===== config.mk =====
export PLATFORM = sky130hd
export DESIGN_NAME = soc_ifc_top
export DESIGN_NICKNAME = d
export VERILOG_FILES = /design/src/hw/mbox_pkg.sv /design/src/hw/soc_ifc_pkg.sv /design/src/hw/mbox.sv /design/src/hw/soc_ifc_apb_slv.sv /design/src/hw/soc_ifc_boot_fsm.sv /design/src/hw/soc_ifc_regs.sv /design/src/hw/soc_ifc_top.sv /design/src/hw/soc_ifc_wait_timer.sv
export VERILOG_INCLUDE_DIRS = /design/src /design/src/hw
export SDC_FILE = /design/constraint.sdc
export NUM_CORES = 1
export LEC_CHECK = 0
export ABC_AREA = 1
export BUFFER_PORTS_ARGS = -buffer_cell sky130_fd_sc_hd__clkbuf_2
export CORE_MARGIN = 2
export CORE_UTILIZATION = 45
export DETAILED_ROUTE_END_ITERATION = 12
export PLACE_DENSITY_LB_ADDON = 0.3
export SETUP_SLACK_MARGIN = 0.3
export SLEW_MARGIN = 20
export SYNTH_ARGS = -nofsm -noshare
export SYNTH_HDL_FRONTEND = slang
export SYNTH_HIERARCHICAL = 1
export SYNTH_SLANG_ARGS = --single-unit

===== constraint.sdc =====
create_clock -name clk -period 5 [get_ports clk]
set_clock_uncertainty 0.1 [all_clocks]
set_input_delay 0.25 -clock clk [delete_from_list [all_inputs] [get_ports clk]]
set_output_delay 0.25 -clock clk [all_outputs]
set_load 0.005 [all_outputs]

===== src/hw/soc_ifc_config.svh =====
`ifndef SOC_IFC_CONFIG_SVH
`define SOC_IFC_CONFIG_SVH

// Bus widths
`define SOC_IFC_DATA_W 32
`define SOC_IFC_ADDR_W 12

// Address bit 8 picks the mailbox region
`define SOC_IFC_REG_BASE 12'h000
`define MBOX_BASE 12'h100

// Mailbox storage
`define MBOX_DEPTH 16
`define MBOX_PTR_W 4

`endif


===== src/hw/mbox_pkg.sv =====
package mbox_pkg;

    // Lock protocol states
    typedef enum logic [1:0] {
        MBOX_IDLE         = 2'd0,
        MBOX_RDY_FOR_DATA = 2'd1,
        MBOX_EXECUTING    = 2'd2
    } mbox_state_e;

    // Byte offsets inside the mailbox region
    typedef enum logic [7:0] {
        MBOX_LOCK    = 8'h00,
        MBOX_CMD     = 8'h04,
        MBOX_DATAIN  = 8'h08,
        MBOX_DATAOUT = 8'h0C,
        MBOX_EXECUTE = 8'h10
    } mbox_reg_e;

endpackage


===== src/hw/soc_ifc_pkg.sv =====
package soc_ifc_pkg;

    // Boot sequencer states, also visible through BOOT_STATUS
    typedef enum logic [2:0] {
        BOOT_IDLE   = 3'd0,
        BOOT_FUSE   = 3'd1,
        BOOT_DONE   = 3'd2,
        BOOT_FW_RST = 3'd3
    } boot_state_e;

    // Byte offsets inside the register region
    typedef enum logic [7:0] {
        FLOW_STATUS     = 8'h00,
        FUSE_DONE       = 8'h04,
        FW_UPDATE_RESET = 8'h08,
        FW_UPDATE_WAIT  = 8'h0C,
        GENERIC_OUT     = 8'h10,
        GENERIC_IN      = 8'h14,
        BOOT_STATUS     = 8'h18
    } soc_ifc_reg_e;

endpackage


===== src/hw/mbox.sv =====
`timescale 1ns/1ns
`include "soc_ifc_config.svh"

module mbox
    import mbox_pkg::*;
(
    input  logic                        clk,
    input  logic                        cptra_noncore_rst_b,
    input  logic                        req_dv_i,
    input  logic                        req_write_i,
    input  logic [7:0]                  req_addr_i,
    input  logic [`SOC_IFC_DATA_W-1:0]  req_wdata_i,
    output logic [`SOC_IFC_DATA_W-1:0]  rdata_o,
    output logic                        err_o,
    output logic                        data_avail_o
);

    localparam logic [`MBOX_PTR_W:0] DEPTH = `MBOX_DEPTH;

    mbox_state_e                 state_q;
    logic [`SOC_IFC_DATA_W-1:0]  mem [`MBOX_DEPTH];
    logic [`SOC_IFC_DATA_W-1:0]  cmd_q;
    logic [`MBOX_PTR_W-1:0]      wr_ptr_q;
    logic [`MBOX_PTR_W-1:0]      rd_ptr_q;
    logic [`MBOX_PTR_W:0]        count_q;
    logic                        ok;
    logic                        acc;
    logic                        locked;
    logic                        lock_rd;
    logic                        cmd_wr;
    logic                        push;
    logic                        pop;
    logic                        exec_wr;

    assign locked = (state_q != MBOX_IDLE);

    // Everything but a lock read fails while idle
    always_comb begin
        ok      = 1'b0;
        rdata_o = '0;
        case (req_addr_i)
            MBOX_LOCK: begin
                ok         = ~req_write_i;
                rdata_o[0] = locked;
            end
            MBOX_CMD: begin
                ok      = req_write_i ? (state_q == MBOX_RDY_FOR_DATA) : locked;
                rdata_o = cmd_q;
            end
            MBOX_DATAIN: begin
                ok = req_write_i & (state_q == MBOX_RDY_FOR_DATA) & (count_q != DEPTH);
            end
            MBOX_DATAOUT: begin
                ok      = ~req_write_i & (state_q == MBOX_EXECUTING) & (count_q != '0);
                rdata_o = mem[rd_ptr_q];
            end
            MBOX_EXECUTE: begin
                ok         = locked;
                rdata_o[0] = (state_q == MBOX_EXECUTING);
            end
            default: ok = 1'b0;
        endcase
    end

    assign err_o   = req_dv_i & ~ok;
    assign acc     = req_dv_i & ok;
    assign lock_rd = acc & (req_addr_i == MBOX_LOCK) & ~locked;
    assign cmd_wr  = acc & req_write_i & (req_addr_i == MBOX_CMD);
    assign push    = acc & (req_addr_i == MBOX_DATAIN);
    assign pop     = acc & (req_addr_i == MBOX_DATAOUT);
    assign exec_wr = acc & req_write_i & (req_addr_i == MBOX_EXECUTE);

    always_ff @(posedge clk or negedge cptra_noncore_rst_b) begin
        if (!cptra_noncore_rst_b) begin
            state_q      <= MBOX_IDLE;
            wr_ptr_q     <= '0;
            rd_ptr_q     <= '0;
            count_q      <= '0;
            data_avail_o <= 1'b0;
        end else begin
            // One cycle behind the state change
            data_avail_o <= (state_q == MBOX_EXECUTING);
            if (lock_rd) begin
                state_q <= MBOX_RDY_FOR_DATA;
            end
            if (exec_wr) begin
                if (req_wdata_i[0]) begin
                    state_q <= MBOX_EXECUTING;
                end else begin
                    // Release lock and drop any leftover words
                    state_q  <= MBOX_IDLE;
                    wr_ptr_q <= '0;
                    rd_ptr_q <= '0;
                    count_q  <= '0;
                end
            end
            if (push) begin
                wr_ptr_q <= wr_ptr_q + 1'b1;
                count_q  <= count_q + 1'b1;
            end
            if (pop) begin
                rd_ptr_q <= rd_ptr_q + 1'b1;
                count_q  <= count_q - 1'b1;
            end
        end
    end

    always_ff @(posedge clk) begin
        if (cmd_wr) begin
            cmd_q <= req_wdata_i;
        end
        if (push) begin
            mem[wr_ptr_q] <= req_wdata_i;
        end
    end

endmodule


===== src/hw/soc_ifc_apb_slv.sv =====
`timescale 1ns/1ns
`include "soc_ifc_config.svh"

module soc_ifc_apb_slv (
    input  logic                        clk,
    input  logic                        cptra_noncore_rst_b,
    input  logic [`SOC_IFC_ADDR_W-1:0]  paddr_i,
    input  logic                        psel_i,
    input  logic                        penable_i,
    input  logic                        pwrite_i,
    input  logic [`SOC_IFC_DATA_W-1:0]  pwdata_i,
    input  logic [`SOC_IFC_DATA_W-1:0]  reg_rdata_i,
    input  logic                        reg_err_i,
    input  logic [`SOC_IFC_DATA_W-1:0]  mbox_rdata_i,
    input  logic                        mbox_err_i,
    output logic                        pready_o,
    output logic [`SOC_IFC_DATA_W-1:0]  prdata_o,
    output logic                        pslverr_o,
    output logic                        reg_req_dv_o,
    output logic                        mbox_req_dv_o,
    output logic                        req_write_o,
    output logic [7:0]                  req_addr_o,
    output logic [`SOC_IFC_DATA_W-1:0]  req_wdata_o
);

    logic                        access_q;
    logic                        xfer;
    logic                        mbox_sel;
    logic                        range_err;
    logic [`SOC_IFC_ADDR_W-1:0]  region_off;

    // Setup phase seen last cycle, so this cycle is the access phase
    always_ff @(posedge clk or negedge cptra_noncore_rst_b) begin
        if (!cptra_noncore_rst_b) begin
            access_q <= 1'b0;
        end else begin
            access_q <= psel_i & ~penable_i;
        end
    end

    assign pready_o = access_q;
    assign xfer     = access_q & psel_i & penable_i;

    // Anything above the low byte of a region is unmapped
    assign mbox_sel   = paddr_i[8];
    assign region_off = paddr_i - (mbox_sel ? `MBOX_BASE : `SOC_IFC_REG_BASE);
    assign range_err  = |region_off[`SOC_IFC_ADDR_W-1:8];

    assign reg_req_dv_o  = xfer & ~mbox_sel & ~range_err;
    assign mbox_req_dv_o = xfer & mbox_sel & ~range_err;
    assign req_write_o   = pwrite_i;
    assign req_addr_o    = region_off[7:0];
    assign req_wdata_o   = pwdata_i;

    // Response mux
    assign prdata_o  = mbox_sel ? mbox_rdata_i : reg_rdata_i;
    assign pslverr_o = xfer & (range_err | (mbox_sel ? mbox_err_i : reg_err_i));

endmodule


===== src/hw/soc_ifc_boot_fsm.sv =====
`timescale 1ns/1ns

module soc_ifc_boot_fsm
    import soc_ifc_pkg::*;
(
    input  logic         clk,
    input  logic         cptra_noncore_rst_b,
    input  logic         fuse_done_i,
    input  logic         fw_update_rst_i,
    input  logic         timer_done_i,
    output boot_state_e  boot_state_o,
    output logic         ready_for_fuses_o,
    output logic         cptra_uc_rst_b_o
);

    boot_state_e state_q;
    boot_state_e state_d;

    always_comb begin
        state_d = state_q;
        case (state_q)
            // Single cycle after reset release
            BOOT_IDLE: state_d = BOOT_FUSE;
            BOOT_FUSE: begin
                if (fuse_done_i) begin
                    state_d = BOOT_DONE;
                end
            end
            BOOT_DONE: begin
                if (fw_update_rst_i) begin
                    state_d = BOOT_FW_RST;
                end
            end
            // Hold core in reset until the wait timer expires
            BOOT_FW_RST: begin
                if (timer_done_i) begin
                    state_d = BOOT_DONE;
                end
            end
            default: state_d = BOOT_IDLE;
        endcase
    end

    // Outputs decoded from next state so they flip together with the state
    always_ff @(posedge clk or negedge cptra_noncore_rst_b) begin
        if (!cptra_noncore_rst_b) begin
            state_q           <= BOOT_IDLE;
            ready_for_fuses_o <= 1'b0;
            cptra_uc_rst_b_o  <= 1'b0;
        end else begin
            state_q           <= state_d;
            ready_for_fuses_o <= (state_d == BOOT_FUSE);
            cptra_uc_rst_b_o  <= (state_d == BOOT_DONE);
        end
    end

    assign boot_state_o = state_q;

endmodule


===== src/hw/soc_ifc_regs.sv =====
`timescale 1ns/1ns
`include "soc_ifc_config.svh"

module soc_ifc_regs
    import soc_ifc_pkg::*;
(
    input  logic                        clk,
    input  logic                        cptra_noncore_rst_b,
    input  logic                        req_dv_i,
    input  logic                        req_write_i,
    input  logic [7:0]                  req_addr_i,
    input  logic [`SOC_IFC_DATA_W-1:0]  req_wdata_i,
    input  logic [`SOC_IFC_DATA_W-1:0]  generic_in_i,
    input  boot_state_e                 boot_state_i,
    output logic [`SOC_IFC_DATA_W-1:0]  rdata_o,
    output logic                        err_o,
    output logic                        fuse_done_o,
    output logic                        fw_update_rst_o,
    output logic [7:0]                  wait_cycles_o,
    output logic                        ready_for_fw_push_o,
    output logic                        ready_for_runtime_o,
    output logic [`SOC_IFC_DATA_W-1:0]  generic_out_o
);

    logic [1:0]                  flow_q;
    logic                        fuse_done_q;
    logic                        fw_rst_q;
    logic [7:0]                  wait_q;
    logic [`SOC_IFC_DATA_W-1:0]  generic_out_q;
    logic                        hit;
    logic                        ro;
    logic                        wr_en;

    // Read mux and offset decode
    always_comb begin
        hit     = 1'b1;
        ro      = 1'b0;
        rdata_o = '0;
        case (req_addr_i)
            FLOW_STATUS:     rdata_o[1:0] = flow_q;
            FUSE_DONE:       rdata_o[0]   = fuse_done_q;
            FW_UPDATE_RESET: rdata_o      = '0;
            FW_UPDATE_WAIT:  rdata_o[7:0] = wait_q;
            GENERIC_OUT:     rdata_o      = generic_out_q;
            GENERIC_IN: begin
                rdata_o = generic_in_i;
                ro      = 1'b1;
            end
            BOOT_STATUS: begin
                rdata_o[2:0] = boot_state_i;
                ro           = 1'b1;
            end
            default: hit = 1'b0;
        endcase
    end

    assign err_o = req_dv_i & (~hit | (req_write_i & ro));
    assign wr_en = req_dv_i & req_write_i & ~err_o;

    always_ff @(posedge clk or negedge cptra_noncore_rst_b) begin
        if (!cptra_noncore_rst_b) begin
            flow_q        <= 2'b00;
            fuse_done_q   <= 1'b0;
            fw_rst_q      <= 1'b0;
            wait_q        <= 8'd5;
            generic_out_q <= '0;
        end else begin
            fw_rst_q <= 1'b0;
            if (wr_en) begin
                case (req_addr_i)
                    FLOW_STATUS:     flow_q        <= req_wdata_i[1:0];
                    FUSE_DONE:       fuse_done_q   <= fuse_done_q | req_wdata_i[0];
                    // Only honored once the core is running
                    FW_UPDATE_RESET: fw_rst_q      <= req_wdata_i[0] & (boot_state_i == BOOT_DONE);
                    FW_UPDATE_WAIT:  wait_q        <= req_wdata_i[7:0];
                    GENERIC_OUT:     generic_out_q <= req_wdata_i;
                    default: ;
                endcase
            end
        end
    end

    assign fuse_done_o         = fuse_done_q;
    assign fw_update_rst_o     = fw_rst_q;
    assign wait_cycles_o       = wait_q;
    assign ready_for_fw_push_o = flow_q[0];
    assign ready_for_runtime_o = flow_q[1];
    assign generic_out_o       = generic_out_q;

endmodule


===== src/hw/soc_ifc_top.sv =====
`timescale 1ns/1ns
`include "soc_ifc_config.svh"

module soc_ifc_top
    import soc_ifc_pkg::*;
(
    input  logic                        clk,
    input  logic                        cptra_noncore_rst_b,
    input  logic [`SOC_IFC_ADDR_W-1:0]  paddr_i,
    input  logic                        psel_i,
    input  logic                        penable_i,
    input  logic                        pwrite_i,
    input  logic [`SOC_IFC_DATA_W-1:0]  pwdata_i,
    output logic                        pready_o,
    output logic [`SOC_IFC_DATA_W-1:0]  prdata_o,
    output logic                        pslverr_o,
    input  logic [`SOC_IFC_DATA_W-1:0]  generic_in_i,
    output logic [`SOC_IFC_DATA_W-1:0]  generic_out_o,
    output logic                        ready_for_fuses_o,
    output logic                        ready_for_fw_push_o,
    output logic                        ready_for_runtime_o,
    output logic                        mailbox_data_avail_o,
    output logic                        cptra_uc_rst_b_o
);

    // Request path from the APB slave
    logic                        reg_req_dv;
    logic                        mbox_req_dv;
    logic                        req_write;
    logic [7:0]                  req_addr;
    logic [`SOC_IFC_DATA_W-1:0]  req_wdata;

    // Responses
    logic [`SOC_IFC_DATA_W-1:0]  reg_rdata;
    logic                        reg_err;
    logic [`SOC_IFC_DATA_W-1:0]  mbox_rdata;
    logic                        mbox_err;

    // Boot control
    logic                        fuse_done;
    logic                        fw_update_rst;
    logic [7:0]                  wait_cycles;
    logic                        timer_done;
    boot_state_e                 boot_state;

    soc_ifc_apb_slv i_soc_ifc_apb_slv (
        .clk                 (clk),
        .cptra_noncore_rst_b (cptra_noncore_rst_b),
        .paddr_i             (paddr_i),
        .psel_i              (psel_i),
        .penable_i           (penable_i),
        .pwrite_i            (pwrite_i),
        .pwdata_i            (pwdata_i),
        .reg_rdata_i         (reg_rdata),
        .reg_err_i           (reg_err),
        .mbox_rdata_i        (mbox_rdata),
        .mbox_err_i          (mbox_err),
        .pready_o            (pready_o),
        .prdata_o            (prdata_o),
        .pslverr_o           (pslverr_o),
        .reg_req_dv_o        (reg_req_dv),
        .mbox_req_dv_o       (mbox_req_dv),
        .req_write_o         (req_write),
        .req_addr_o          (req_addr),
        .req_wdata_o         (req_wdata)
    );

    soc_ifc_regs i_soc_ifc_regs (
        .clk                 (clk),
        .cptra_noncore_rst_b (cptra_noncore_rst_b),
        .req_dv_i            (reg_req_dv),
        .req_write_i         (req_write),
        .req_addr_i          (req_addr),
        .req_wdata_i         (req_wdata),
        .generic_in_i        (generic_in_i),
        .boot_state_i        (boot_state),
        .rdata_o             (reg_rdata),
        .err_o               (reg_err),
        .fuse_done_o         (fuse_done),
        .fw_update_rst_o     (fw_update_rst),
        .wait_cycles_o       (wait_cycles),
        .ready_for_fw_push_o (ready_for_fw_push_o),
        .ready_for_runtime_o (ready_for_runtime_o),
        .generic_out_o       (generic_out_o)
    );

    soc_ifc_wait_timer i_soc_ifc_wait_timer (
        .clk                 (clk),
        .cptra_noncore_rst_b (cptra_noncore_rst_b),
        .start_i             (fw_update_rst),
        .count_i             (wait_cycles),
        .done_o              (timer_done)
    );

    soc_ifc_boot_fsm i_soc_ifc_boot_fsm (
        .clk                 (clk),
        .cptra_noncore_rst_b (cptra_noncore_rst_b),
        .fuse_done_i         (fuse_done),
        .fw_update_rst_i     (fw_update_rst),
        .timer_done_i        (timer_done),
        .boot_state_o        (boot_state),
        .ready_for_fuses_o   (ready_for_fuses_o),
        .cptra_uc_rst_b_o    (cptra_uc_rst_b_o)
    );

    mbox i_mbox (
        .clk                 (clk),
        .cptra_noncore_rst_b (cptra_noncore_rst_b),
        .req_dv_i            (mbox_req_dv),
        .req_write_i         (req_write),
        .req_addr_i          (req_addr),
        .req_wdata_i         (req_wdata),
        .rdata_o             (mbox_rdata),
        .err_o               (mbox_err),
        .data_avail_o        (mailbox_data_avail_o)
    );

endmodule


===== src/hw/soc_ifc_wait_timer.sv =====
`timescale 1ns/1ns

module soc_ifc_wait_timer (
    input  logic        clk,
    input  logic        cptra_noncore_rst_b,
    input  logic        start_i,
    input  logic [7:0]  count_i,
    output logic        done_o
);

    logic [7:0] count_q;
    logic       running_q;

    assign done_o = running_q & (count_q == 8'd0);

    always_ff @(posedge clk or negedge cptra_noncore_rst_b) begin
        if (!cptra_noncore_rst_b) begin
            count_q   <= 8'd0;
            running_q <= 1'b0;
        end else if (start_i) begin
            count_q   <= count_i;
            running_q <= 1'b1;
        end else if (done_o) begin
            // Stop after the single done cycle
            running_q <= 1'b0;
        end else if (running_q) begin
            count_q <= count_q - 1'b1;
        end
    end

endmodule


Word-level counts from Yosys, hierarchy flattened

Memory sizes are Yosys's and may differ from the RTL's.
Index checks and enable logic that the tools add are counted.

Bits in writable memories: 512
Memories kept: 1
Latch bits: 0
Word-level logic and storage cells: 140
Bits in registers: 107
Input port bits: 81
ROM bits: 0

$lt $le $gt $ge: 0
Add/subtract/negate cells: 6
Shifts and indexed selects: 0
$mul: 0
Bitwise operators: 38
Eq/ne operators: 18
Muxes and demuxes: 38
Div/mod/pow operators: 0
Reduce and logical (&&, ||, !) cells: 22

Memories:

| name       | depth | width | rd ports | clocked after Yosys merged registers in | write ports | line       | text |
|---|---|---|---|---|---|---|---|
| i_mbox.mem | 16    | 32    | 1        | 0                                       | 1           | mbox.sv:21 | `` logic [`SOC_IFC_DATA_W-1:0] mem [`MBOX_DEPTH]; `` |

Operator list:

| cell                  | number |
|---|---|
| $pmux W31 S2          | 1 |
| $pmux W24 S2          | 1 |
| $mux W32              | 1 |
| $and A1 B1 Y1         | 27 |
| $eq A8 B5 Y1 const B  | 3 |
| $mux W8               | 3 |
| $mux W5               | 4 |
| $eq A8 B4 Y1 const B  | 2 |
| $logic_not A8 Y1      | 2 |
| $mux W4               | 4 |
| $reduce_and A2 Y1     | 8 |
| $pmux W5 S3           | 1 |
| $pmux W3 S4           | 1 |
| $reduce_bool A2 Y1    | 6 |
| $sub A12 B12 Y12      | 1 |
| $mux W1               | 10 |
| $pmux W1 S5           | 2 |
| $eq A3 B2 Y1 const B  | 3 |
| $mux W3               | 3 |
| $mux W9               | 1 |
| $add A4 B1 Y4 const B | 2 |
| $eq A8 B3 Y1 const B  | 1 |
| $not A1 Y1            | 8 |
| $pmux W1 S4           | 2 |
| 19 further kinds      | 25 |

Logic depth before layout (Yosys ltp)

Depth after elaboration: 11
Mapped depth: 14

By module

The synthesis kept the hierarchy.

Modules (own cells, without submodules):

| module             | cells an instance | area an instance (µm²) | instances |
|---|---|---|---|
| mbox               | 1,750             | 22,681.8               | 1 |
| soc_ifc_regs       | 300               | 2,298.5                | 1 |
| soc_ifc_apb_slv    | 159               | 862.1                  | 1 |
| soc_ifc_wait_timer | 94                | 659.4                  | 1 |
| soc_ifc_boot_fsm   | 24                | 214.0                  | 1 |

Least setup slack after synthesis

OpenSTA, ideal clock, no wires.

Path type: input port to flip-flop
Start: input paddr_i[5]
End: register i_mbox.cmd_q[0] (enable)
Path buffers: 1
Path slack: 1.117 ns
Stages on the path: 10
Required time: 4.439 ns
Arrival: 3.322 ns
Setup time: 0.461 ns
Cells stage by stage: buf_4 > nor2_2 > nand2_4 > nor2_8 > nand3_2 > nand2_2 > nor2_4 > inv_1 > nand2_1 > nor3_1

Cells in the longest elaborated chain, start to end: 7
Elaborated cells between the ends (all ways): 13
Classes of those cells: 1 x add/sub; 4 x eq/ne; 1 x mux; 5 x bitwise; 2 x reduce/logical

RTL lines:

| element                                                              | line                  | text |
|---|---|---|
| start, declared                                                      | soc_ifc_top.sv:9      | `` input logic [`SOC_IFC_ADDR_W-1:0] paddr_i, `` |
| $sub A12 B12 Y12 (*)                                                 | soc_ifc_apb_slv.sv:46 | `` assign region_off = paddr_i - (mbox_sel ? `MBOX_BASE : `SOC_IFC_REG_BASE); `` |
| parallel branches: the longest is 5 deep, another holds $eq A8 B5 Y1 | -                     |  |
| $and A1 B1 Y1 (*)                                                    | mbox.sv:68            | `assign cmd_wr = acc & req_write_i & (req_addr_i == MBOX_CMD);` |
| named net i_mbox.cmd_wr                                              | mbox.sv:30            | `logic cmd_wr;` |
| end signal, assigned                                                 | mbox.sv:110           | `cmd_q <= req_wdata_i;` |
| end, declared                                                        | mbox.sv:22            | `` logic [`SOC_IFC_DATA_W-1:0] cmd_q; `` |

Mark *: on every way through the listed nets, which the timed path passes.
A chain may end at the register's enable or synchronous reset.

Final worst setup path

Start: register i_mbox.rd_ptr_q[0]
End: output prdata_o[4]

Cells in the longest elaborated chain, start to end: 3

RTL lines:

| element                 | line                  | text |
|---|---|---|
| start, declared         | mbox.sv:24            | `` logic [`MBOX_PTR_W-1:0] rd_ptr_q; `` |
| start signal, assigned  | mbox.sv:102           | `rd_ptr_q <= rd_ptr_q + 1'b1;` |
| $mem_v2 Z16 W32         | -                     |  |
| $pmux W31 S2            | mbox.sv:41            | `case (req_addr_i)` |
| named net mbox_rdata[4] | soc_ifc_top.sv:36     | `` logic [`SOC_IFC_DATA_W-1:0] mbox_rdata; `` |
| $mux W32                | soc_ifc_apb_slv.sv:56 | `assign prdata_o = mbox_sel ? mbox_rdata_i : reg_rdata_i;` |
| end, declared           | soc_ifc_top.sv:15     | `` output logic [`SOC_IFC_DATA_W-1:0] prdata_o, `` |

The timed path passes the listed nets, and every way through them passes these cells.

==> metrics <==
Flop pwr share 54.5%; Setup Crit Path Kind reg -> out; max-cap violations 0; Setup Fix Bufs, Post-CTS 0; CP max-delay cell o31ai_1; crit path cell chain inv_6, buf_4, o21ai_0, o211ai_1, a21oi_1, o31ai_1, nand2_1, nand2_1, clkbuf_2; share of post-route cells with drive strength above 1 15.4%; placed cells 3112; gp weighted congestion 0.892; Mapped Avg Cell Area 11.5 um^2; CORE AREA 0.0589 mm^2; TritonCTS clock tree done; CTS sink cnt 619; sw power 2.09 mW; initial core utilization 45.4%; Final Hold Fails 0; htree depth 2; Post-synth top flop edfxtp_1; Vias per Instance 5.70; count of cell types in the netlist 50; DPL Wire Length 45400 um; post-route minimum period 4.20 ns; Critical Path AT 3.85 ns; 1st-pass router iterations 7; total wire length 75800 um; Syn Nets 2418; sequential share of the synthesized area 68.2%; Req. time, crit path 4.65 ns; Sw Share 20.2%; total global routing track utilization 24.5%; Rows 89; cell with the most instances after synthesis edfxtp_1; Crit. End Element primary output; worst-path fanout max 86; Final ANT Viol Nets 0; Pins Over Slew Limit 0; Pwr Density 342 mW/mm^2; Static Leak 11.2 nW; CP startpoint kind flop; Slew @ Worst Pin 1.17 ns; I/O pin count 152; Vias 18400; initial drt markers 2059; Comb pwr share 1.9%; diode count 0; CTS max path bufs 3; drt drc 0; post-cts sizing count 0; asr flop ratio synth 12.1%; cell count after synthesis 2327; total gr overflow 0; Die X-Extent 248 um; fin cells 3237; largest net degree at the start of global routing 169; number of global-route vias before repair 17800; Max Fclk 0.238 GHz; final critical-path share of the clock period 84.0%; Post-Syn Area 0.0267 mm^2; Clk pwr share 43.6%; Rel. slew slack 22.2%; P&R area growth vs syn 13.0%; ranking of synthesized cells by area edfxtp_1 (61%), dfrtp_1 (6.8%), nor2_1 (6.1%), o21ai_0 (4.8%), nand2_1 (4.7%); clock transition at the registers of the reported paths 0.06 ns; Post-synth top cells edfxtp_1 (544), nor2_1 (431), nand2_1 (335), o21ai_0 (255), o211ai_1 (124); # port buffers 151; RSZ-0062 raised after global routing false; outcome completed; setup_tns 0 ns; yosys warns 6; Die ar. 0.0613 mm^2; P_int 8.24 mW; number of CTS-inserted buffers 61; layout net count 2506; Min-Delay Path Class in -> reg; most frequent CP cell nand2_1; Yosys reg bits 619; Post-synth EDFFs 544; CTS Hold Bufs 6; WHS 0.0318 ns; Wirelength per Cell 23.4 um; Die H 248 um; top-area cell type share of the netlist area 61.1%; Max VDD drop 309 uV; initial antenna violation count 1; root buffer cell clkbuf_16; Clk Latency, worst-skew pair 0.62 ns; final setup violation count 0; family with the most delay on the worst path compound AO/OA/AOI/OAI gates; Buf/Inv on CP 3; Yosys top cell by area edfxtp_1; first-pass GRT wire length 111000 um; CP max stage delay 0.75 ns
[power groups by stage]
stage	Sequential (mW)	Combinational [mW]	Clock, mW
after floorplan	5.73	0.0999	0
after global placement	5.73	0.189	0
after detailed placement	5.73	0.194	0
after CTS	5.63	0.197	4.56
after global routing	5.62	0.212	4.76
final	5.63	0.199	4.50
[final timing paths]
| kind | from | end | slack, ns | cells after the start |
|---|---|---|---|---|
| worst max-delay path | i_mbox/rd_ptr_q[0] | prdata_o[4] | 0.80 | 9 |
| worst min-delay path | pwdata_i[21] | i_soc_ifc_regs/generic_out_o[21] | 0.03 | 3 |
| worst max register to register | i_mbox/count_q[0] | i_mbox/mem[13][15] | 1.89 | 12 |
| worst min register to register | i_soc_ifc_regs/wait_cycles_o[2] | i_soc_ifc_regs/wait_cycles_o[2] | 0.40 | 2 |
| max in group asynchronous | cptra_noncore_rst_b | i_mbox/rd_ptr_q[0] | 3.74 | 3 |
| min in group asynchronous | cptra_noncore_rst_b | i_mbox/state_q[1] | 0.32 | 3 |
[cell usage in the layout, fill, tap and decap left out, types with 7 or more instances in the layout]
cell and n:
inv_2 7, xor2_1 7, nor2_4 21, buf_16 7, clkbuf_2 150, nand2_4 8
nand4_1 8, inv_1 53, nand2_2 17, nand2_1 335, clkinv_1 9, dfrtp_1 70
clkbuf_1 14, o31ai_1 29, nor2_1 415, o21ai_0 255, o211ai_1 124, a21oi_1 67
clkinv_2 14, ha_1 10, nor2_2 9, edfxtp_1 544, buf_4 33, clkbuf_16 61
buf_12 8, a22o_1 24, nand3_1 87
[registers in the layout (all words and copies together), names as in the netlist, 3 cells and up]
register                         count
i_mbox/mem                         512
i_mbox/count_q                       5
i_soc_ifc_wait_timer/count_q         8
i_mbox/cmd_q                        32
i_soc_ifc_regs/wait_cycles_o         8
i_mbox/wr_ptr_q                      4
i_soc_ifc_boot_fsm/boot_state_o      3
i_soc_ifc_regs/generic_out_o        32
i_mbox/rd_ptr_q                      4
[layout make-up]
class,count,area [um^2]
Fill cell,5064,28700
Sequential cell,619,18200
Multi-Input combinational cell,1464,7370
Clock buffer,81,1660
Timing Repair Buffer,204,1410
Tap cell,773,967
Clock inverter,31,283
Inverter,65,267
[worst min-delay path, cell delays in order]
cell	delay, ns
clkbuf_2	0.26
nand2_1	0.14
nand2_1	0.04
[metrics by stage]
| stage | util, % | power (mW) | setup WS [ns] | instance area (um^2) |
|---|---|---|---|---|
| finish | 51.2 | 10.3 | 0.799 | 30200 |
| global route | 51.2 | 10.6 | 0.584 | 30200 |
| CTS | 51.0 | 10.4 | 0.878 | 30000 |
| detailed placement | 47.6 | 5.93 | 1.47 | 28000 |
| global placement | 47.3 | 5.92 | 1.55 | 27900 |
| floorplan | - | 5.83 | 1.12 | 26700 |
[cells by family (layout without fill, tap and decap cells)]
family | count (synthesis) | count (layout) | synth area share, %
fa+ha+maj | 10 | 10 | 0.468
xor+xnor | 11 | 11 | 0.361
compound gates | 520 | 520 | 11.8
other cells | 1 | 1 | 0.0140
buf+inv | 244 | 381 | 4.71
flops | 619 | 619 | 68.2
simple gates | 922 | 922 | 14.5
[routing by layer]
| layer | global-route usage, % | vias up | part of all wire [%] |
|---|---|---|---|
| li1 | - | 8399 | - |
| met1 | 34.3 | 9018 | 42 |
| met2 | 37.2 | 872 | 44 |
| met3 | 5.80 | 151 | 10 |
| met4 | 9.25 | 0 | 3.5 |
| met5 | 0 | - | 0 |
(Power assumes the default switching activity.)
